## src/design/pktgen_defines.svh

```systemverilog
/* Packet traffic subsystem parameters
   Stream width, FIFO depth, LFSR taps and register map */

`ifndef PKTGEN_DEFINES_SVH
`define PKTGEN_DEFINES_SVH

// Stream word and FIFO sizing
`define PKT_DATA_W      32
`define PKT_FIFO_DEPTH  128

// Galois LFSR tap mask
`define PKT_LFSR_POLY   32'h8020_0003

// AXI4-Lite address width
`define PKT_AXIL_ADDR_W 8

// Register byte offsets
`define PKT_REG_CTRL    8'h00
`define PKT_REG_SEED    8'h04
`define PKT_REG_COUNT   8'h08
`define PKT_REG_LEN     8'h0C
`define PKT_REG_STATUS  8'h10
`define PKT_REG_SENT    8'h14
`define PKT_REG_GOOD    8'h18
`define PKT_REG_BAD     8'h1C

`endif

```

## src/design/pktgen_pkg.sv

```systemverilog
/* Packet traffic subsystem types
   Beat word views, stream beat, config, status and AXI4-Lite channels */

`default_nettype none

`include "pktgen_defines.svh"

package pktgen_pkg;

    // Header view, one word
    typedef struct packed {
        logic [15:0] seq;
        logic [15:0] len;
    } pkt_hdr_t;

    // Beat word is either a header or a raw payload word
    typedef union packed {
        logic [`PKT_DATA_W-1:0] raw;
        pkt_hdr_t               hdr;
    } pkt_word_u;

    typedef struct packed {
        pkt_word_u data;
        logic      last;
    } axis_beat_t;

    typedef struct packed {
        logic [31:0] seed;
        logic [15:0] count;
        logic [5:0]  min_len;
        logic [5:0]  len_mask;
    } pktgen_cfg_t;

    typedef struct packed {
        logic [15:0] sent;
        logic [15:0] good;
        logic [15:0] bad;
    } pktgen_stat_t;

    typedef struct packed {
        logic [`PKT_AXIL_ADDR_W-1:0] awaddr;
        logic                        awvalid;
        logic [31:0]                 wdata;
        logic                        wvalid;
        logic                        bready;
        logic [`PKT_AXIL_ADDR_W-1:0] araddr;
        logic                        arvalid;
        logic                        rready;
    } axil_req_t;

    typedef struct packed {
        logic        awready;
        logic        wready;
        logic [1:0]  bresp;
        logic        bvalid;
        logic        arready;
        logic [31:0] rdata;
        logic [1:0]  rresp;
        logic        rvalid;
    } axil_rsp_t;

    // One LFSR step, shared by generator and checker
    function automatic logic [31:0] lfsr_next(input logic [31:0] state);
        logic [31:0] shifted;
        shifted = state >> 1;
        return state[0] ? (shifted ^ `PKT_LFSR_POLY) : shifted;
    endfunction

endpackage

`default_nettype wire

```

## src/design/pkt_fifo.sv

```systemverilog
/* Store-and-forward packet FIFO
   Beats are readable only once their packet's last beat is stored */

`timescale 1ns/100ps
`default_nettype none

`include "pktgen_defines.svh"

module pkt_fifo (
    input  wire                         clk_ifc,
    input  wire                         rst_n,
    input  wire pktgen_pkg::axis_beat_t in_beat,
    input  wire                         in_valid,
    output logic                        in_ready,
    output pktgen_pkg::axis_beat_t      out_beat,
    output logic                        out_valid,
    input  wire                         out_ready
);

    localparam int AW = $clog2(`PKT_FIFO_DEPTH);

    pktgen_pkg::axis_beat_t mem [`PKT_FIFO_DEPTH];

    // Pointers carry one wrap bit
    logic [AW:0] wr_ptr;
    logic [AW:0] commit_ptr;
    logic [AW:0] rd_ptr;
    logic        wr_en;
    logic        rd_en;

    assign in_ready = !((wr_ptr[AW] != rd_ptr[AW]) && (wr_ptr[AW-1:0] == rd_ptr[AW-1:0]));
    assign wr_en    = in_valid && in_ready;
    // Refill the output register from committed beats only
    assign rd_en    = (rd_ptr != commit_ptr) && (!out_valid || out_ready);

    always_ff @(posedge clk_ifc) begin
        if (!rst_n) begin
            wr_ptr     <= '0;
            commit_ptr <= '0;
            rd_ptr     <= '0;
            out_valid  <= 1'b0;
        end else begin
            if (wr_en) begin
                wr_ptr <= wr_ptr + 1'b1;
                if (in_beat.last) begin
                    commit_ptr <= wr_ptr + 1'b1;
                end
            end
            if (rd_en) begin
                rd_ptr    <= rd_ptr + 1'b1;
                out_valid <= 1'b1;
            end else if (out_ready) begin
                out_valid <= 1'b0;
            end
        end
    end

    //////////////////////////////////////////////////
    // Beat storage and output register

    always_ff @(posedge clk_ifc) begin
        if (wr_en) begin
            mem[wr_ptr[AW-1:0]] <= in_beat;
        end
        if (rd_en) begin
            out_beat <= mem[rd_ptr[AW-1:0]];
        end
    end

endmodule

`default_nettype wire

```

## config.mk

```make
export PLATFORM = sky130hd
export DESIGN_NAME = pkt_fifo
export DESIGN_NICKNAME = d
export VERILOG_FILES = /design/src/design/pktgen_pkg.sv /design/src/design/pkt_fifo.sv
export VERILOG_INCLUDE_DIRS = /design/src /design/src/design
export SDC_FILE = /design/constraint.sdc
export NUM_CORES = 2
export LEC_CHECK = 0
export BUFFER_PORTS_ARGS = -buffer_cell sky130_fd_sc_hd__buf_4
export CELL_PAD_IN_SITES_DETAIL_PLACEMENT = 1
export CELL_PAD_IN_SITES_GLOBAL_PLACEMENT = 1
export CORE_ASPECT_RATIO = 0.75
export CORE_UTILIZATION = 40
export CTS_BUF_LIST = sky130_fd_sc_hd__clkbuf_8
export DETAILED_ROUTE_END_ITERATION = 12
export GPL_TIMING_DRIVEN = 0
export HOLD_SLACK_MARGIN = 0.08
export MAX_ROUTING_LAYER = met4
export PLACE_DENSITY_LB_ADDON = 0.08
export SYNTH_ARGS = -nofsm -noshare
export SYNTH_HDL_FRONTEND = slang
export SYNTH_MEMORY_MAX_BITS = 65536
export SYNTH_SLANG_ARGS = --single-unit
```

## constraint.sdc

```tcl
create_clock -name clk_ifc -period 6.04 [get_ports clk_ifc]
set_input_delay 1.51 -clock clk_ifc [delete_from_list [all_inputs] [get_ports clk_ifc]]
set_output_delay 1.51 -clock clk_ifc [all_outputs]
set_load 0.02 [all_outputs]
```

==> flow_metrics.tcl <==
set metrics [dict create \
    place.gp.congestion 0.956 \
    synth_cells 7426 \
    nets 8540 \
    slew_violations 116 \
    crit_chain "buf_2 -> buf_2 -> clkbuf_1 -> clkbuf_1 -> o221ai_1 -> a21oi_1 -> a21oi_1 -> a211oi_1 -> a31oi_1" \
    synthTopCellsByCount "4,257 x edfxtp_1, 902 x mux4_2, 425 x mux2i_1" \
    busiest_layer "met1" \
    grt_pass1_wl_mm 954 \
    grt_use_met2_pct 49.4 \
    slew_headroom_pct -12.2 \
    clk_latency_ns 1.35 \
    timing.critical_path.buf_inv 4 \
    die-area_um2 413000 \
    peakVddDrop_v 0.000276 \
    routed-via-count 96000 \
    drt_iter0_drc 19400 \
    chipWidth_um 741 \
    yosysWarnings 0 \
    rows 203 \
    syn_to_final_growth_pct 16.9 \
    drt.antenna.violating_nets 0 \
    first_global_vias 89600 \
    r2r-end "out_beat[0]" \
    worstPathArrival_ns 7.18 \
    synthesis.nets 7465 \
    start_util_pct 40.2 \
    yosysSeqAreaShare_pct 78.2 \
    fmax_ghz 0.159 \
    required_ns 6.93 \
    path_clk_slew_ns 0.07 \
    yosys.area.top_type_share_pct 77.9 \
    drc 0 \
    startpoint_type "register" \
    rrSetupSlack_ns -0.25 \
    htreeDepth 6 \
    cts_sinks 4282 \
    wl_mm 760 \
    synth-seq-cells 4282 \
    setup_viol 7 \
    grt_use_met3_pct 14.1 \
    maxCapViolations 15 \
    grtUsageTotal_pct 37.4 \
    syn_area_um2 164000 \
    r2r_cells 9 \
    violations "max-capacitance violations, max-slew violations, negative setup slack" \
    final_layout_size_suffix_gt1_share_pct 29.4 \
    root_buffer "clkbuf_8" \
    core_area_um2 408000 \
    fin_cells 14500 \
    fin_skew_ns 0.104 \
    grt_max_degree 130 \
    dp_hpwl_mm 523 \
    grt_overflow 0 \
    path_delay_family "buffers and inverters" \
    status "finished with violations" \
    synthTopCellsByArea "edfxtp_1 78%, mux4_2 12%, mux2i_1 2.6%, a21oi_1 0.49%, buf_4 0.47%" \
    async_reset_ff_share_pct 0 \
    leakagePower_nw 60.5 \
    syn_area_per_cell_um2 22.1 \
    synth_edf_count 4257 \
    synth_ff_type "edfxtp_1" \
    clock_path_buffers 4 \
    cpPeakStageDelay_ns 1.26 \
    cp-endpoint "out_beat[0]" \
    yosysMostFrequentCell "edfxtp_1" \
    critPathLaunch "rd_ptr[4]" \
    tritoncts "done" \
    dr.pass1.iters 6 \
    antenna_found_initial 87 \
    place_inst 13200 \
    cp.depth 9 \
    io_buffer_count 71 \
    finalWorstSetupSlack_ns -0.251 \
    hold_path_class "reg2reg" \
    period_minus_slack_ns 6.29 \
    finalPower_mw 78.6 \
    post-route-util_pct 47.0 \
    crit_path_max_fanout 10 \
    fin_setup_tns_ns -0.753 \
    worst_slew_pin_slew_ns 1.68 \
    rsz0062_at_grt "no" \
    synth_cell_type_count 68 \
    reg2reg_from "rd_ptr[4]" \
    end_kind "register" \
    cp_slowest_cell "a211oi_1" \
    dpl_worst_slack_ns -0.223 \
    die_h_um 557 \
    use_met1_pct 51.2 \
    worstSetupPathType "reg2reg" \
    vias_per_cell 6.63 \
    period_share_pct 104 \
    wire_per_inst_um 52.4 \
    hold_viol 0 \
    nFillCells 36900 \
    yosys.area.top_type "edfxtp_1" \
    cts_buffers 674 \
    ioPinCount 72 \
    p_per_area_nw_per_um2 410 \
]
==> cell usage in the layout, fill, tap and decap left out, types with 127 or more instances in the layout <==
master,instances
clkbuf_8,694
mux4_2,902
buf_4,156
edfxtp_1,4257
nor2_4,127
buf_2,153
clkinv_1,163
mux2i_1,425
a21oi_1,162
nand2_1,192
inv_1,234
buf_12,219
==> where the power goes <==
part	switching, mW	leakage [nW]	internal (mW)
sequential	0.0785	38.5	32.9
clock	12.2	6.89	10.9
combinational	15.6	15.1	6.89
total	27.9	60.5	50.7
==> area by class of cell <==
type	count	area (µm²)	area share [%]
multi-input cells	2712	34500	18.0
clock inverters	484	2270	1.19
flip-flops and latches	4282	128000	66.9
clock buffers	694	9550	4.98
plain buffers	427	2590	1.35
inverters	4	15.0	0.00783
well taps	5432	6800	3.54
repair buffers	400	7510	3.91
diodes	57	143	0.0744
==> how the worst min path moves through the flow <==
stage,startpoint,cells after the start,slack (ns),end
floorplan,commit_ptr[1],2,0.45,commit_ptr[1]
global placement,commit_ptr[1],2,0.47,commit_ptr[1]
detailed placement,commit_ptr[1],2,0.47,commit_ptr[1]
CTS,in_beat[15],1,0.47,mem[70][15]
global route,in_beat[29],1,0.49,mem[74][29]
finish,commit_ptr[1],2,0.48,commit_ptr[1]
==> what timing repair did <==
action,in CTS,in global routing
resized for setup,2,0
pin swaps,0,0
hold buffers,0,0
setup buffers,0,0
endpoints found under the setup margin,4,1
==> flip-flops by register name, summed over array words and instances (netlist names) <==
register / flops
out_valid: 1
commit_ptr: 8
rd_ptr: 8
out_beat: 33
mem: 4224
wr_ptr: 8
==> stage by stage <==
stage          hold WS (ns)  cell area (µm²)
3_3_place_gp          0.470           171000
5_1_grt               0.494           192000
6_report              0.482           192000
4_1_cts               0.469           191000
2_1_floorplan         0.448           164000
3_5_place_dp          0.472           179000
==> tightest hold or removal path: stages (launching register included) <==
cell,delay (ns)
dfxtp_1,0.32
nand2_1,0.06
a21oi_1,0.06
==> cell families (layout without fill, tap and decap cells) <==
group	count (synthesis)	count (layout)	synth area share [%]
flip-flops	4282	4282	78.2
multiplexers	1365	1365	15.3
AO/OA/AOI/OAI	725	725	3.14
AND/OR/NAND/NOR	585	585	1.61
buffers and inverters	432	2009	1.56
XOR/XNOR	35	35	0.187
adder cells (fa/ha/maj)	2	2	0.0153
other	0	57	0
==> layer usage <==
metal,wire length (µm),vias up
met2,309000,7759
met1,299000,53100
met5,0,-
met3,112000,1408
li1,-,33800
met4,40700,0
Note: power is estimated with default switching activity, not from simulation.
