## config.mk

```make
export PLATFORM = sky130hd
export DESIGN_NAME = pkt_source
export DESIGN_NICKNAME = d
export VERILOG_FILES = /design/src/design/pktgen_pkg.sv /design/src/design/pkt_source.sv
export VERILOG_INCLUDE_DIRS = /design/src /design/src/design
export SDC_FILE = /design/constraint.sdc
export NUM_CORES = 1
export LEC_CHECK = 0
export BUFFER_PORTS_ARGS = -buffer_cell sky130_fd_sc_hd__buf_2
export CAP_MARGIN = 40
export CELL_PAD_IN_SITES_DETAIL_PLACEMENT = 0
export CELL_PAD_IN_SITES_GLOBAL_PLACEMENT = 1
export CORE_MARGIN = 2
export CORE_UTILIZATION = 44
export DETAILED_ROUTE_END_ITERATION = 6
export PLACE_DENSITY = 0.78
export SYNTH_ARGS = -nofsm -noshare
export SYNTH_HDL_FRONTEND = slang
export SYNTH_SLANG_ARGS = --single-unit
```

## constraint.sdc

```tcl
create_clock -name clk_ifc -period 3.5 [get_ports clk_ifc]
set_input_delay 0.525 -clock clk_ifc [delete_from_list [all_inputs] [get_ports clk_ifc]]
set_output_delay 0.525 -clock clk_ifc [all_outputs]
set_load 0.03 [all_outputs]
```

## src/design/pktgen_defines.svh

```systemverilog
/* Packet traffic subsystem parameters
   Stream width, FIFO depth, LFSR taps and register map */

`ifndef PKTGEN_DEFINES_SVH
`define PKTGEN_DEFINES_SVH

// Stream word and FIFO sizing
`define PKT_DATA_W      32
`define PKT_FIFO_DEPTH  128

// Galois LFSR tap mask
`define PKT_LFSR_POLY   32'h8020_0003

// AXI4-Lite address width
`define PKT_AXIL_ADDR_W 8

// Register byte offsets
`define PKT_REG_CTRL    8'h00
`define PKT_REG_SEED    8'h04
`define PKT_REG_COUNT   8'h08
`define PKT_REG_LEN     8'h0C
`define PKT_REG_STATUS  8'h10
`define PKT_REG_SENT    8'h14
`define PKT_REG_GOOD    8'h18
`define PKT_REG_BAD     8'h1C

`endif

```

## src/design/pktgen_pkg.sv

```systemverilog
/* Packet traffic subsystem types
   Beat word views, stream beat, config, status and AXI4-Lite channels */

`default_nettype none

`include "pktgen_defines.svh"

package pktgen_pkg;

    // Header view, one word
    typedef struct packed {
        logic [15:0] seq;
        logic [15:0] len;
    } pkt_hdr_t;

    // Beat word is either a header or a raw payload word
    typedef union packed {
        logic [`PKT_DATA_W-1:0] raw;
        pkt_hdr_t               hdr;
    } pkt_word_u;

    typedef struct packed {
        pkt_word_u data;
        logic      last;
    } axis_beat_t;

    typedef struct packed {
        logic [31:0] seed;
        logic [15:0] count;
        logic [5:0]  min_len;
        logic [5:0]  len_mask;
    } pktgen_cfg_t;

    typedef struct packed {
        logic [15:0] sent;
        logic [15:0] good;
        logic [15:0] bad;
    } pktgen_stat_t;

    typedef struct packed {
        logic [`PKT_AXIL_ADDR_W-1:0] awaddr;
        logic                        awvalid;
        logic [31:0]                 wdata;
        logic                        wvalid;
        logic                        bready;
        logic [`PKT_AXIL_ADDR_W-1:0] araddr;
        logic                        arvalid;
        logic                        rready;
    } axil_req_t;

    typedef struct packed {
        logic        awready;
        logic        wready;
        logic [1:0]  bresp;
        logic        bvalid;
        logic        arready;
        logic [31:0] rdata;
        logic [1:0]  rresp;
        logic        rvalid;
    } axil_rsp_t;

    // One LFSR step, shared by generator and checker
    function automatic logic [31:0] lfsr_next(input logic [31:0] state);
        logic [31:0] shifted;
        shifted = state >> 1;
        return state[0] ? (shifted ^ `PKT_LFSR_POLY) : shifted;
    endfunction

endpackage

`default_nettype wire

```

## src/design/pkt_source.sv

```systemverilog
/* Packet source
   Sends a header beat then LFSR payload beats, packet after packet */

`timescale 1ns/100ps
`default_nettype none

module pkt_source (
    input  wire                          clk_ifc,
    input  wire                          rst_n,
    input  wire pktgen_pkg::pktgen_cfg_t cfg,
    input  wire                          start,
    input  wire                          inject,
    output pktgen_pkg::axis_beat_t       out_beat,
    output logic                         out_valid,
    input  wire                          out_ready,
    output logic                         busy,
    output logic [15:0]                  sent
);

    logic [15:0] seq;
    logic [31:0] lfsr;
    // Payload beats still to load after the current beat
    logic [15:0] remaining;
    logic        inject_pend;
    logic        inject_cur;

    logic        xfer;
    logic [15:0] hdr_seq;
    logic [31:0] hdr_lfsr;
    logic [15:0] hdr_len;
    logic [31:0] pay_lfsr;

    assign xfer = out_valid && out_ready;

    // Next header is packet 0 on start, else the following packet
    assign hdr_seq  = busy ? seq + 16'd1 : 16'd0;
    assign hdr_lfsr = pktgen_pkg::lfsr_next(cfg.seed ^ {16'h0, hdr_seq});
    assign hdr_len  = {10'h0, cfg.min_len} + {10'h0, hdr_lfsr[5:0] & cfg.len_mask};
    assign pay_lfsr = pktgen_pkg::lfsr_next(lfsr);

    always_ff @(posedge clk_ifc) begin
        if (!rst_n) begin
            busy        <= 1'b0;
            out_valid   <= 1'b0;
            seq         <= '0;
            sent        <= '0;
            inject_pend <= 1'b0;
            inject_cur  <= 1'b0;
        end else begin
            if (inject) begin
                inject_pend <= 1'b1;
            end
            if (!busy) begin
                if (start && cfg.count != 16'd0) begin
                    busy        <= 1'b1;
                    sent        <= '0;
                    out_valid   <= 1'b1;
                    seq         <= hdr_seq;
                    inject_cur  <= inject_pend || inject;
                    inject_pend <= 1'b0;
                end
            end else if (xfer) begin
                if (out_beat.last) begin
                    sent <= sent + 16'd1;
                    if (seq + 16'd1 == cfg.count) begin
                        busy      <= 1'b0;
                        out_valid <= 1'b0;
                    end else begin
                        seq         <= hdr_seq;
                        inject_cur  <= inject_pend || inject;
                        inject_pend <= 1'b0;
                    end
                end
            end
        end
    end

    //////////////////////////////////////////////////
    // Beat payload, held while the FIFO stalls

    always_ff @(posedge clk_ifc) begin
        if ((!busy && start) || (xfer && out_beat.last)) begin
            lfsr                  <= hdr_lfsr;
            remaining             <= hdr_len;
            out_beat.data.hdr.seq <= hdr_seq;
            out_beat.data.hdr.len <= hdr_len;
            out_beat.last         <= (hdr_len == 16'd0);
        end else if (xfer) begin
            lfsr      <= pay_lfsr;
            remaining <= remaining - 16'd1;
            // Inject flips bit 0 of the final payload word
            out_beat.data.raw <= pay_lfsr ^ {31'h0, inject_cur && remaining == 16'd1};
            out_beat.last     <= (remaining == 16'd1);
        end
    end

endmodule

`default_nettype wire

```

==> reports/metrics.cfg <==
[detailed_routing]
via_per_inst = 5.667
num_vias = 6194
drt-total-wl_mm = 19.87
route.detailed.drc = 0
wl_per_cell_um = 18.17
first_pass_iters = 5
drtIter0Drc = 640
drtAntennaViolNets = 0

[floorplan]
fp.dieW_um = 131.7
start_util = 0.4516
core_area_um2 = 15890
fp.dieH_um = 131.7
die_area_um2 = 17340
io_pins = 116
fp-row-count = 46

[global_routing]
grt_pass1_wl_mm = 31.66
grt_max_degree = 47
grt_pass1_vias = 5983
antenna_found_initial = 0
globalRouteTotalUtil = 0.2326
overflow = 0

[setup_path]
r2r_start = seq[1]$_SDFFE_PN0P_
required_ns = 3.71
worst-path-max-fanout = 10
cp-start-kind = register
worstSetupPathType = reg2reg
ff2ff_setup_slack_ns = 0.27
ff2ff_path_depth = 11
reg2reg_to = out_beat[0]$_DFFE_PP_
worstSetupEndpointType = register
crit_arrival_ns = 3.44

[logic_synthesis]
syn_nets = 828
synth_area_um2 = 7173
ys_warn_count = 0
synth_cells = 752
synth.avg_cell_area_um2 = 9.539
yosysUniqueCellTypes = 75
synth_flop_cell = edfxtp_1
yosys_register_bits = 117
synth-edff-count = 81
async_flop_share = 0
synth-seq-area-share = 0.4396

[cts]
clockRootBuffer = clkbuf_16
clock_sinks = 117
clock_latency_ns = 0.41
cts_tree = built
clk_path_buf_depth = 2
path_clk_slew_ns = 0.05
cts_hold_buf = 0
post_cts_buffers = 0
h-tree-depth = 4
numCtsBuffers = 17

[power_and_ir_drop]
switchingPower_uw = 1122
cellInternalPower_uw = 2961
powerDensity_nw_per_um2 = 473.9
power_uw = 4083
p_leak_uw = 0.003511
clkPwrFrac = 0.412
p_sw_frac = 0.2748
max-vdd-ir-drop_mv = 0.4200
power_frac_seq = 0.424
combinationalPowerShare = 0.164

[timing]
rsz0062_at_grt = no
hold_violations = 0
slew_violations = 0
fmax_mhz = 309.2
hold-worst-slack_ns = 0.3800
finalSetupViolations = 0
fin_setup_tns_ns = 0
worstMarginPinSlew_ns = 0.7361
fin_skew_ns = 0.007523
fin_ws_ns = 0.2662
slew_headroom = 0.5093
period_needed_ns = 3.234
post-route-period-util = 0.9239

[finish]
area_growth_pct = 20.11
drive_gt1_frac = 0.2338
layout.nets = 940
fin_util = 0.5424
diodes = 0
nFillCells = 1516

[placement]
port_buffers = 115
place_hpwl_mm = 14.75
pre_cts_ws_ns = 0.1808
gp_congestion = 0.9007

[run_status]
status = completed

[worst_hold_path]
hp-start = cfg[49]
min_to = lfsr[20]$_DFFE_PP_
hp-class = in2reg
min_path_cells = 3

[job]
cap_violations = 0

[cell usage after synthesis, types with 3 or more instances]
library cell,count,area share
a211oi_1,7,0.0073
a21o_1,12,0.013
a21oi_1,33,0.023
a22o_1,4,0.0049
a31oi_1,5,0.0044
a32oi_1,3,0.0037
and2_1,4,0.0035
and3_1,26,0.023
buf_1,4,0.0021
buf_2,4,0.0028
buf_4,4,0.0042
clkbuf_1,33,0.017
dfxtp_1,36,0.10
edfxtp_1,81,0.34
ha_1,10,0.017
inv_1,12,0.0063
mux2i_1,7,0.0098
nand2_1,112,0.059
nand2b_1,11,0.0096
nand3_1,27,0.019
nand3_2,3,0.0042
nand4_1,18,0.016
nand4b_1,3,0.0037
nor2_1,66,0.035
nor2b_1,13,0.011
nor3_1,8,0.0056
nor3b_1,3,0.0031
nor4_1,11,0.0096
nor4_4,4,0.012
o211ai_2,8,0.014
o21ai_0,32,0.022
o21bai_1,4,0.0042
o22ai_1,3,0.0026
o32ai_1,4,0.0049
or2_2,5,0.0044
or3_1,12,0.010
or4_1,4,0.0042
xnor2_1,43,0.053
xnor3_1,4,0.013
xor2_1,25,0.031
[worst max-delay path, cell delays in order (launching register included)]
cell,delay [ns]
dfxtp_2,0.40
ha_1,0.21
buf_4,0.20
nand3_2,0.15
xnor2_1,0.38
nor2_1,0.10
xnor2_1,0.24
nor2b_1,0.08
ha_1,0.31
xnor2_1,0.15
or4_1,0.52
o41ai_1,0.27
[sequential cells by signal (all words and copies together), names as in the netlist]
signal	cells
inject_pend	1
busy	1
out_beat	33
out_valid	1
sent	16
inject_cur	1
seq	16
remaining	16
lfsr	32
[layout make-up]
class / instances / area (um2) / area share
Inverter: 12 / 45.04 / 0.005228
Clock buffer: 26 / 541.8 / 0.06288
Clock inverter: 6 / 37.54 / 0.004357
Multi-Input combinational cell: 575 / 3764 / 0.4368
Timing Repair Buffer: 141 / 803.3 / 0.09323
Sequential cell: 117 / 3154 / 0.3661
Tap cell: 216 / 270.3 / 0.03137
[power by group through the flow]
stage | clock, uW | sequential [uW] | combinational [uW]
CTS | 1700 | 1730 | 672
global placement | 0 | 1760 | 652
detailed placement | 0 | 1760 | 669
finish | 1680 | 1730 | 669
global route | 1760 | 1740 | 732
floorplan | 0 | 1850 | 345
[metal layers]
layer / up-vias / GRT usage / share of wire
met5: - / 0 / 0
met4: 0 / 0.07911 / 0.021
met3: 37 / 0.04475 / 0.053
met2: 211 / 0.3869 / 0.49
met1: 2991 / 0.3045 / 0.43
li1: 2955 / - / -
[worst max path at each step]
stage,from,endpoint,depth (start not counted)
after floorplan,busy$_SDFF_PN0_,lfsr[0]$_DFFE_PP_,4
after global placement,seq[1]$_SDFFE_PN0P_,out_beat[0]$_DFFE_PP_,13
after detailed placement,seq[1]$_SDFFE_PN0P_,out_beat[0]$_DFFE_PP_,13
after CTS,seq[1]$_SDFFE_PN0P_,out_beat[0]$_DFFE_PP_,13
after global routing,seq[1]$_SDFFE_PN0P_,out_beat[0]$_DFFE_PP_,13
final,seq[1]$_SDFFE_PN0P_,out_beat[0]$_DFFE_PP_,11
[cell usage in the layout (no fill, tap or decap), types with 7 or more instances in the layout]
cell       instances
a21oi_1           31
clkbuf_16         19
buf_4             24
nor2_1            66
o211ai_2           8
xor2_1            25
buf_2            115
xnor2_1           43
nand3_1           27
or3_1             12
nor3_1             8
nand4_1           18
ha_1              10
o21ai_0           32
a21o_1            12
and3_1            26
nor4_1            11
nor2b_1           13
a211oi_1           7
mux2i_1            7
edfxtp_1          81
inv_1             12
nand2_1          111
nand2b_1          11
dfxtp_1           35
[logic make-up (layout without fill, tap and decap cells)]
logic type               after synthesis  in the layout  synth area share
multiplexers                           7              7          0.009768
AO/OA/AOI/OAI                        142            142            0.1437
buffers and inverters                 60            185           0.03785
flip-flops                           117            117            0.4396
XOR/XNOR                              73             73           0.09890
adder cells (fa/ha/maj)               11             11           0.02023
AND/OR/NAND/NOR                      342            342            0.2500
[through the flow]
stage	instances	instance area [um2]
6_report	1093	8616
2_1_floorplan	752	7173
3_5_place_dp	1061	8031
4_1_cts	1093	8611
5_1_grt	1093	8616
3_3_place_gp	1060	8004
[repair_timing]
| action | in CTS | in global routing |
|---|---|---|
| gates resized for setup | 0 | 2 |
| endpoints found under the setup margin | 0 | 1 |
| hold endpoints to repair | 0 | 0 |
No activity file was read; power rests on OpenSTA's default activity.
