<file path="config.mk">
export PLATFORM = sky130hd
export DESIGN_NAME = pktgen_regs
export DESIGN_NICKNAME = d
export VERILOG_FILES = /design/src/design/pktgen_pkg.sv /design/src/design/pktgen_regs.sv
export VERILOG_INCLUDE_DIRS = /design/src /design/src/design
export SDC_FILE = /design/constraint.sdc
export NUM_CORES = 1
export LEC_CHECK = 0
export ABC_AREA = 1
export BUFFER_PORTS_ARGS = -buffer_cell sky130_fd_sc_hd__buf_2
export CAP_MARGIN = 20
export CORE_UTILIZATION = 48
export DETAILED_ROUTE_END_ITERATION = 10
export MAX_ROUTING_LAYER = met4
export PLACE_DENSITY = 0.8
export SLEW_MARGIN = 0
export SYNTH_ARGS = -nofsm -noshare
export SYNTH_HDL_FRONTEND = slang
export SYNTH_SLANG_ARGS = --single-unit
</file>
<file path="constraint.sdc">
create_clock -name clk_ifc -period 1.9 [get_ports clk_ifc]
set_input_delay 0.19 -clock clk_ifc [delete_from_list [all_inputs] [get_ports clk_ifc]]
set_output_delay 0.19 -clock clk_ifc [all_outputs]
set_load 0.01 [all_outputs]
</file>
<file path="src/design/pktgen_defines.svh">
/* Packet traffic subsystem parameters
   Stream width, FIFO depth, LFSR taps and register map */

`ifndef PKTGEN_DEFINES_SVH
`define PKTGEN_DEFINES_SVH

// Stream word and FIFO sizing
`define PKT_DATA_W      32
`define PKT_FIFO_DEPTH  128

// Galois LFSR tap mask
`define PKT_LFSR_POLY   32'h8020_0003

// AXI4-Lite address width
`define PKT_AXIL_ADDR_W 8

// Register byte offsets
`define PKT_REG_CTRL    8'h00
`define PKT_REG_SEED    8'h04
`define PKT_REG_COUNT   8'h08
`define PKT_REG_LEN     8'h0C
`define PKT_REG_STATUS  8'h10
`define PKT_REG_SENT    8'h14
`define PKT_REG_GOOD    8'h18
`define PKT_REG_BAD     8'h1C

`endif

</file>
<file path="src/design/pktgen_pkg.sv">
/* Packet traffic subsystem types
   Beat word views, stream beat, config, status and AXI4-Lite channels */

`default_nettype none

`include "pktgen_defines.svh"

package pktgen_pkg;

    // Header view, one word
    typedef struct packed {
        logic [15:0] seq;
        logic [15:0] len;
    } pkt_hdr_t;

    // Beat word is either a header or a raw payload word
    typedef union packed {
        logic [`PKT_DATA_W-1:0] raw;
        pkt_hdr_t               hdr;
    } pkt_word_u;

    typedef struct packed {
        pkt_word_u data;
        logic      last;
    } axis_beat_t;

    typedef struct packed {
        logic [31:0] seed;
        logic [15:0] count;
        logic [5:0]  min_len;
        logic [5:0]  len_mask;
    } pktgen_cfg_t;

    typedef struct packed {
        logic [15:0] sent;
        logic [15:0] good;
        logic [15:0] bad;
    } pktgen_stat_t;

    typedef struct packed {
        logic [`PKT_AXIL_ADDR_W-1:0] awaddr;
        logic                        awvalid;
        logic [31:0]                 wdata;
        logic                        wvalid;
        logic                        bready;
        logic [`PKT_AXIL_ADDR_W-1:0] araddr;
        logic                        arvalid;
        logic                        rready;
    } axil_req_t;

    typedef struct packed {
        logic        awready;
        logic        wready;
        logic [1:0]  bresp;
        logic        bvalid;
        logic        arready;
        logic [31:0] rdata;
        logic [1:0]  rresp;
        logic        rvalid;
    } axil_rsp_t;

    // One LFSR step, shared by generator and checker
    function automatic logic [31:0] lfsr_next(input logic [31:0] state);
        logic [31:0] shifted;
        shifted = state >> 1;
        return state[0] ? (shifted ^ `PKT_LFSR_POLY) : shifted;
    endfunction

endpackage

`default_nettype wire

</file>
<file path="src/design/pktgen_regs.sv">
/* Packet traffic register block
   AXI4-Lite slave for config, start and inject pulses, and status */

`timescale 1ns/100ps
`default_nettype none

`include "pktgen_defines.svh"

module pktgen_regs (
    input  wire                           clk_ifc,
    input  wire                           rst_n,
    input  wire pktgen_pkg::axil_req_t    axil_req,
    output pktgen_pkg::axil_rsp_t         axil_rsp,
    output pktgen_pkg::pktgen_cfg_t       cfg,
    output logic                          start,
    output logic                          inject,
    input  wire                           busy,
    input  wire pktgen_pkg::pktgen_stat_t stat
);

    localparam logic [1:0] RESP_OKAY   = 2'b00;
    localparam logic [1:0] RESP_SLVERR = 2'b10;

    logic        aw_rdy;
    logic        b_valid;
    logic [1:0]  b_resp;
    logic        ar_rdy;
    logic        r_valid;
    logic [1:0]  r_resp;
    logic [31:0] r_data;

    logic        wr_en;
    logic        rd_en;
    logic        wr_err;
    logic        rd_err;
    logic [31:0] rd_word;

    assign wr_en = aw_rdy && axil_req.awvalid && axil_req.wvalid;
    assign rd_en = ar_rdy && axil_req.arvalid;

    assign axil_rsp = '{
        awready: aw_rdy,
        wready:  aw_rdy,
        bresp:   b_resp,
        bvalid:  b_valid,
        arready: ar_rdy,
        rdata:   r_data,
        rresp:   r_resp,
        rvalid:  r_valid
    };

    //////////////////////////////////////////////////
    // Address decode

    // Only CTRL, SEED, COUNT and LEN are writable
    always_comb begin
        case (axil_req.awaddr)
            `PKT_REG_CTRL, `PKT_REG_SEED, `PKT_REG_COUNT, `PKT_REG_LEN: wr_err = 1'b0;
            default: wr_err = 1'b1;
        endcase
    end

    always_comb begin
        rd_err  = 1'b0;
        rd_word = '0;
        case (axil_req.araddr)
            `PKT_REG_CTRL:   rd_word = '0;
            `PKT_REG_SEED:   rd_word = cfg.seed;
            `PKT_REG_COUNT:  rd_word = {16'h0, cfg.count};
            `PKT_REG_LEN:    rd_word = {18'h0, cfg.len_mask, 2'b00, cfg.min_len};
            `PKT_REG_STATUS: rd_word = {31'h0, busy};
            `PKT_REG_SENT:   rd_word = {16'h0, stat.sent};
            `PKT_REG_GOOD:   rd_word = {16'h0, stat.good};
            `PKT_REG_BAD:    rd_word = {16'h0, stat.bad};
            default:         rd_err = 1'b1;
        endcase
    end

    //////////////////////////////////////////////////
    // Write channel and config registers

    always_ff @(posedge clk_ifc) begin
        if (!rst_n) begin
            aw_rdy  <= 1'b0;
            b_valid <= 1'b0;
            b_resp  <= RESP_OKAY;
            start   <= 1'b0;
            inject  <= 1'b0;
            cfg     <= '0;
        end else begin
            start  <= 1'b0;
            inject <= 1'b0;
            // One cycle of ready once both address and data are offered
            aw_rdy <= axil_req.awvalid && axil_req.wvalid && !aw_rdy && !b_valid;
            if (wr_en) begin
                b_valid <= 1'b1;
                b_resp  <= wr_err ? RESP_SLVERR : RESP_OKAY;
                case (axil_req.awaddr)
                    `PKT_REG_CTRL: begin
                        // A start during a run is dropped
                        start  <= axil_req.wdata[0] && !busy;
                        inject <= axil_req.wdata[1];
                    end
                    `PKT_REG_SEED:  cfg.seed  <= axil_req.wdata;
                    `PKT_REG_COUNT: cfg.count <= axil_req.wdata[15:0];
                    `PKT_REG_LEN: begin
                        cfg.min_len  <= axil_req.wdata[5:0];
                        cfg.len_mask <= axil_req.wdata[13:8];
                    end
                    default: ;
                endcase
            end else if (b_valid && axil_req.bready) begin
                b_valid <= 1'b0;
            end
        end
    end

    //////////////////////////////////////////////////
    // Read channel

    always_ff @(posedge clk_ifc) begin
        if (!rst_n) begin
            ar_rdy  <= 1'b0;
            r_valid <= 1'b0;
            r_resp  <= RESP_OKAY;
        end else begin
            ar_rdy <= axil_req.arvalid && !ar_rdy && !r_valid;
            if (rd_en) begin
                r_valid <= 1'b1;
                r_resp  <= rd_err ? RESP_SLVERR : RESP_OKAY;
            end else if (r_valid && axil_req.rready) begin
                r_valid <= 1'b0;
            end
        end
    end

    // Read data captured at the address handshake
    always_ff @(posedge clk_ifc) begin
        if (rd_en) begin
            r_data <= rd_word;
        end
    end

endmodule

`default_nettype wire

</file>
==> results of run 1 <==
[logic make-up after synthesis]
logic type	count (synthesis)	share of synthesized area, %
DFF	100	46.6
and+or+nand+nor	469	40.1
AOI/OAI and AO/OA	6	0.628
other	1	0.0753
buffers and inverters	146	12.6
[power by group through the flow]
stage | combinational, W | clock [W] | sequential (W)
2_1_floorplan | 0.000149 | 0 | 0.00227
3_3_place_gp | 0.000305 | 0 | 0.00226
3_5_place_dp | 0.000307 | 0 | 0.00226
4_1_cts | 0.000309 | 0.00127 | 0.00221
5_1_grt | 0.000346 | 0.00136 | 0.00221
6_report | 0.000310 | 0.00125 | 0.00221
[area by class of cell]
| type | instances | area share, % |
|---|---|---|
| Sequential cell | 100 | 37.1 |
| Multi-Input combinational cell | 477 | 32.6 |
| Timing Repair Buffer | 220 | 18.7 |
| Inverter | 102 | 6.11 |
| Tap cell | 133 | 2.66 |
| Clock buffer | 10 | 2.04 |
| Clock inverter | 6 | 0.759 |
| Antenna cell | 1 | 0.0399 |
[path summary, 6_finish.rpt]
kind	start	slack, ps	end	cells after the start
max reg2reg	aw_rdy	480	cfg[35]	7
min reg2reg	ar_rdy	450	ar_rdy	1
max	aw_rdy	480	cfg[35]	7
min	axil_req[1]	70	ar_rdy	3
[cells in the mapped netlist, types with 2 or more instances]
cell type	n
buf_1	6
buf_2	19
buf_4	13
nor3_1	3
nor2_1	198
inv_1	97
edfxtp_1	32
nor2_2	5
inv_2	5
clkbuf_1	5
nand3_1	128
a21oi_1	3
dfxtp_1	68
nor2_4	5
o21ai_0	2
nand2_1	126
[routing by layer]
layer	global-route usage (%)	vias to the layer above
li1	-	2592
met1	32.5	2209
met2	42.2	222
met3	4.64	24
met4	8.27	0
met5	-	-
[worst reg2reg max path: stages (launching register included)]
cell and delay (ps):
dfxtp_1 420, nand3_4 150, nor2_4 140, inv_2 50, nor2_4 100, buf_4 290, nor2_1 80, nor2_1 110
[stage by stage]
step           total power [W]  instances  util, %
2_1_floorplan          0.00241        723        -
4_1_cts                0.00379       1047     63.0
3_5_place_dp           0.00257       1031     61.3
6_report               0.00377       1049     63.2
3_3_place_gp           0.00257       1031     61.3
5_1_grt                0.00391       1048     63.2
==> run_results.csv, run 1 <==
group,metric,value,unit
layout,ff_latch_area,2320,um^2
worst_hold_path,min-delay-path-class,"in -> reg",
timing,max_freq,0.707,GHz
synth,ys_async_sr_fraction,0,%
timing,setup_viol,0,
timing,finalCriticalPeriod,1420,ps
synth,synth_cell_types,23,
power_and_ir_drop,clockPowerShare,33.1,%
global_route,antenna_found_initial,0,
layout,largest_reg_flops,60,
power_and_ir_drop,seq_power_share,58.7,%
timing,tns,0,ps
route,wl_met1,6.02,mm
layout,final_layout_size_suffix_gt1_share,27.5,%
synth,synth_flop_cell,"dfxtp_1",
synth,synth-seq-cells,100,
layout,regMostFlops,"cfg",
route,ant_nets,0,
timing,fin_worst_skew,8.27,ps
setup_path,cp.required,2190,ps
synth,syn-cell-area,4980,um^2
floorplan,fp.dieW,104,um
layout,nFillCells,984,
route,wl_met2,6.23,mm
cts,cts_max_level,3,
floorplan,dieArea,10800,um^2
setup_path,critical_path_class,"reg -> reg",
power_and_ir_drop,leakagePower,3.29,nW
placed_design,globalplace.congestion,0.870,
setup_path,crit_path_top_delay_cell,"dfxtp_1",
synth,yosysTopAreaCell,"dfxtp_1",
setup_path,end_kind,"flip-flop",
power_and_ir_drop,p_sw_share,24.9,%
setup_path,crit_path_start_kind,"flip-flop",
layout,multi_input_area,2040,um^2
synth,synth-seq-area-share,46.6,%
run_status,status,"finished clean",
cts,cts_tree,"done",
timing,max_slew.worst_pin.slew,612,ps
route,post_drt_wl_per_cell,12.9,um
power_and_ir_drop,p_per_area,602,nW/um^2
global_route,grt_first_pass_wirelength,21.8,mm
setup_path,crit_family,"simple AND/OR/NAND/NOR gates",
synth,yosysTopAreaCellShare,27.3,%
global_route,grt_overflow,0,
floorplan,row_count,36,
route,drc,0,
layout,reg.largest.list,"cfg (60), r_data (32)",
setup_path,worstPathArrival,1700,ps
layout,final_cell_mix,"204 x buf_2, 197 x nor2_1, 128 x nand3_1, 126 x nand2_1, 97 x inv_1",
floorplan,ios,207,
setup_path,crit_fanout,22,
power_and_ir_drop,ir_worst_vdd,0.000346,V
cts,clockBufferDepth,2,
floorplan,core-area,9910,um^2
cts,cts_sinks,100,
power_and_ir_drop,power_frac_comb,8.2,%
cts,clkTransAtPathRegs,100,ps
power_and_ir_drop,intPower,0.00283,W
placed_design,io_buffers,204,
global_route,grt_start_max_net_pins,47,
power_and_ir_drop,p_switching,0.000940,W
timing,worst_slack,485,ps
route,met3WireLength,1.00,mm
timing,finalCritPeriodShare,74.5,%
cts,postCtsSetupBuffers,0,
synth,syn_inst,722,
floorplan,start_util,50.3,%
timing,slew_headroom,59.1,%
cts,clock_latency,350,ps
placed_design,placed_cell_area,6070,um^2
setup_path,path_buf_inv,2,
setup_path,max_stage_delay,420,ps
synth,synth_warnings,0,
synth,synth_area_leaders,"dfxtp_1 27%, edfxtp_1 19%, nor2_1 15%",
route,top_layer,"met4",
placed_design,dpl_worst_slack,135,ps
route,drt_pre_antenna_iters,5,
layout,fin_nets,1014,
setup_path,worstPathCellList,"nand3_4, nor2_4, inv_2, nor2_4, buf_4, nor2_1, nor2_1",
placed_design,dpl.hpwl,9.75,mm
route,first_iter_violations,411,
route,drt-total-wl,13.5,mm
layout,design_area,6260,um^2
route,viasPerCell,4.81,
synth,synth_edf_count,32,
global_route,grt_util_all_layers,25.8,%
run,drv_cap,0,
cts,cts.repair.resized,0,
global_route,grt_pass1_vias,4587,
timing,slew_viol_final,0,
timing,whs,67.1,ps
cts,cts_buffers,9,
cts,hold_buffers,0,
floorplan,die_y,104,um
cts,root_buffer,"clkbuf_8",
timing,finalHoldViolCount,0,
layout,layout_commonest_cell,"buf_2",
synth,synth.avg_cell_area,6.90,um^2
timing,rsz0062_at_grt,"false",
route,vias,5047,
layout,area_growth,25.8,%
(Power assumes the default switching activity.)
==> inputs of run 2 (changes only) <==
Clock period 1.9 ns to 1.4 ns, I/O delays scaled along.
==> run 2 against run 1 <==
Against the previous run: worst setup slack got worse by 340 ps; cell count increased by 1.2%; sequential power increased by 36%.
==> run_results.csv, run 2 (same netlist as run 1, synthesis figures left out) <==
group,metric,value,unit
floorplan,die_y,104,um
route,drc,0,
route,post_drt_wl_per_cell,13.5,um
power_and_ir_drop,ir_worst_vdd,0.000574,V
layout,nFillCells,920,
layout,layout_commonest_cell,"buf_2",
global_route,grt_overflow,0,
setup_path,cp.required,1710,ps
floorplan,ios,207,
layout,final_layout_size_suffix_gt1_share,28.9,%
floorplan,core-area,9910,um^2
global_route,grt_first_pass_wirelength,22.9,mm
power_and_ir_drop,seq_power_share,53.8,%
cts,cts_max_level,3,
setup_path,crit_family,"simple AND/OR/NAND/NOR gates",
setup_path,crit_path_start_kind,"flip-flop",
setup_path,path_buf_inv,2,
run,drv_cap,0,
layout,design_area,6500,um^2
cts,clockBufferDepth,2,
route,ant_nets,0,
floorplan,fp.dieW,104,um
layout,fin_nets,1027,
setup_path,max_stage_delay,380,ps
cts,clock_latency,370,ps
timing,whs,7.09,ps
global_route,grt_util_all_layers,27.1,%
setup_path,crit_fanout,22,
global_route,grt_start_max_net_pins,52,
floorplan,start_util,50.3,%
placed_design,placed_cell_area,6240,um^2
power_and_ir_drop,p_switching,0.00135,W
route,vias,5190,
power_and_ir_drop,clockPowerShare,38.2,%
placed_design,dpl.hpwl,10.3,mm
route,viasPerCell,4.89,
power_and_ir_drop,p_sw_share,24.1,%
power_and_ir_drop,intPower,0.00423,W
layout,largest_reg_flops,60,
placed_design,io_buffers,204,
setup_path,worstPathArrival,1560,ps
layout,regMostFlops,"cfg",
power_and_ir_drop,p_per_area,857,nW/um^2
route,drt_pre_antenna_iters,5,
setup_path,worstPathCellList,"nand3_4, nor2_4, inv_2, nor2_4, buf_12, nor2_1, nor2_1",
timing,worst_slack,150,ps
timing,fin_worst_skew,11.5,ps
timing,finalCriticalPeriod,1250,ps
cts,cts_buffers,9,
run_status,status,"finished clean",
timing,finalCritPeriodShare,89.3,%
timing,slew_viol_final,0,
route,first_iter_violations,466,
cts,clkTransAtPathRegs,100,ps
layout,reg.largest.list,"cfg (60), r_data (32)",
timing,finalHoldViolCount,0,
power_and_ir_drop,power,0.00558,W
cts,root_buffer,"clkbuf_8",
timing,setup_viol,0,
cts,cts_tree,"done",
layout,final_cell_mix,"204 x buf_2, 197 x nor2_1, 128 x nand3_1, 126 x nand2_1, 96 x inv_1",
cts,cts_sinks,100,
power_and_ir_drop,leakagePower,3.39,nW
setup_path,critical_path_class,"reg -> reg",
timing,max_freq,0.800,GHz
setup_path,end_kind,"flip-flop",
worst_hold_path,min-delay-path-class,"in -> reg",
floorplan,row_count,36,
floorplan,dieArea,10800,um^2
placed_design,dpl_worst_slack,-347,ps
timing,rsz0062_at_grt,"false",
timing,tns,0,ps
route,drt-total-wl,14.3,mm
global_route,antenna_found_initial,1,
placed_design,globalplace.congestion,0.901,
layout,area_growth,30.6,%
global_route,grt_pass1_vias,4782,
setup_path,crit_path_top_delay_cell,"dfxtp_2",
power_and_ir_drop,power_frac_comb,8.0,%
-- run 2: changes by cell type in the layout (fill, tap and decap cells not counted), sizes merged --
cell / change
buf: +12
bufinv: +2
inv: -1
dlygate4sd3: +1
clkbuf: -1
-- run 2: path summary, 6_finish.rpt --
check,endpoint,slack (ps),cells after the start,startpoint
worst min register to register,aw_rdy,440,1,b_valid
worst max register to register,cfg[40],150,7,aw_rdy
worst min-delay path,aw_rdy,7,3,axil_req[44]
worst max-delay path,cfg[40],150,7,aw_rdy
-- run 2: layout make-up --
cell class	instances	area, um^2	area share (%)
clock buffers	9	124	1.90
well taps	133	166	2.56
repair buffers	233	1350	20.8
multi-input cells	477	2040	31.4
clock inverters	7	108	1.65
diodes	1	2.50	0.0385
inverters	102	387	5.94
flip-flops and latches	100	2320	35.7
-- run 2: stage by stage --
step                      instances  util, %
final                          1062     65.6
after global routing           1062     65.6
after CTS                      1060     65.4
after detailed placement       1043     63.0
after global placement         1043     63.0
after floorplan                 723        -
-- run 2: power groups by stage --
stage	clock [W]	combinational, W	sequential (W)
after floorplan	0	0.000203	0.00307
after global placement	0	0.000432	0.00307
after detailed placement	0	0.000436	0.00307
after CTS	0.00215	0.000440	0.00300
after global routing	0.00227	0.000493	0.00300
final	0.00213	0.000446	0.00300
-- run 2: routing by layer --
layer	share of wire [%]	routed length [um]	GRT usage [%]
met4	2.3	328	9.69
met1	43	6140	33.7
met5	0	0	-
met3	7.4	1060	4.95
met2	47	6800	44.3
-- run 2: timing repair --
action / CTS / global route
hold buffers: 1 / 0
gates resized for setup: 0 / 2
endpoints found under the setup margin: 0 / 22
setup buffers: 0 / 0
endpoints found under the hold margin: 1 / 0
-- run 2: worst min-delay path, cell delays in order --
cell and delay, ps:
buf_2 120, nand2_1 50, nor4_1 30
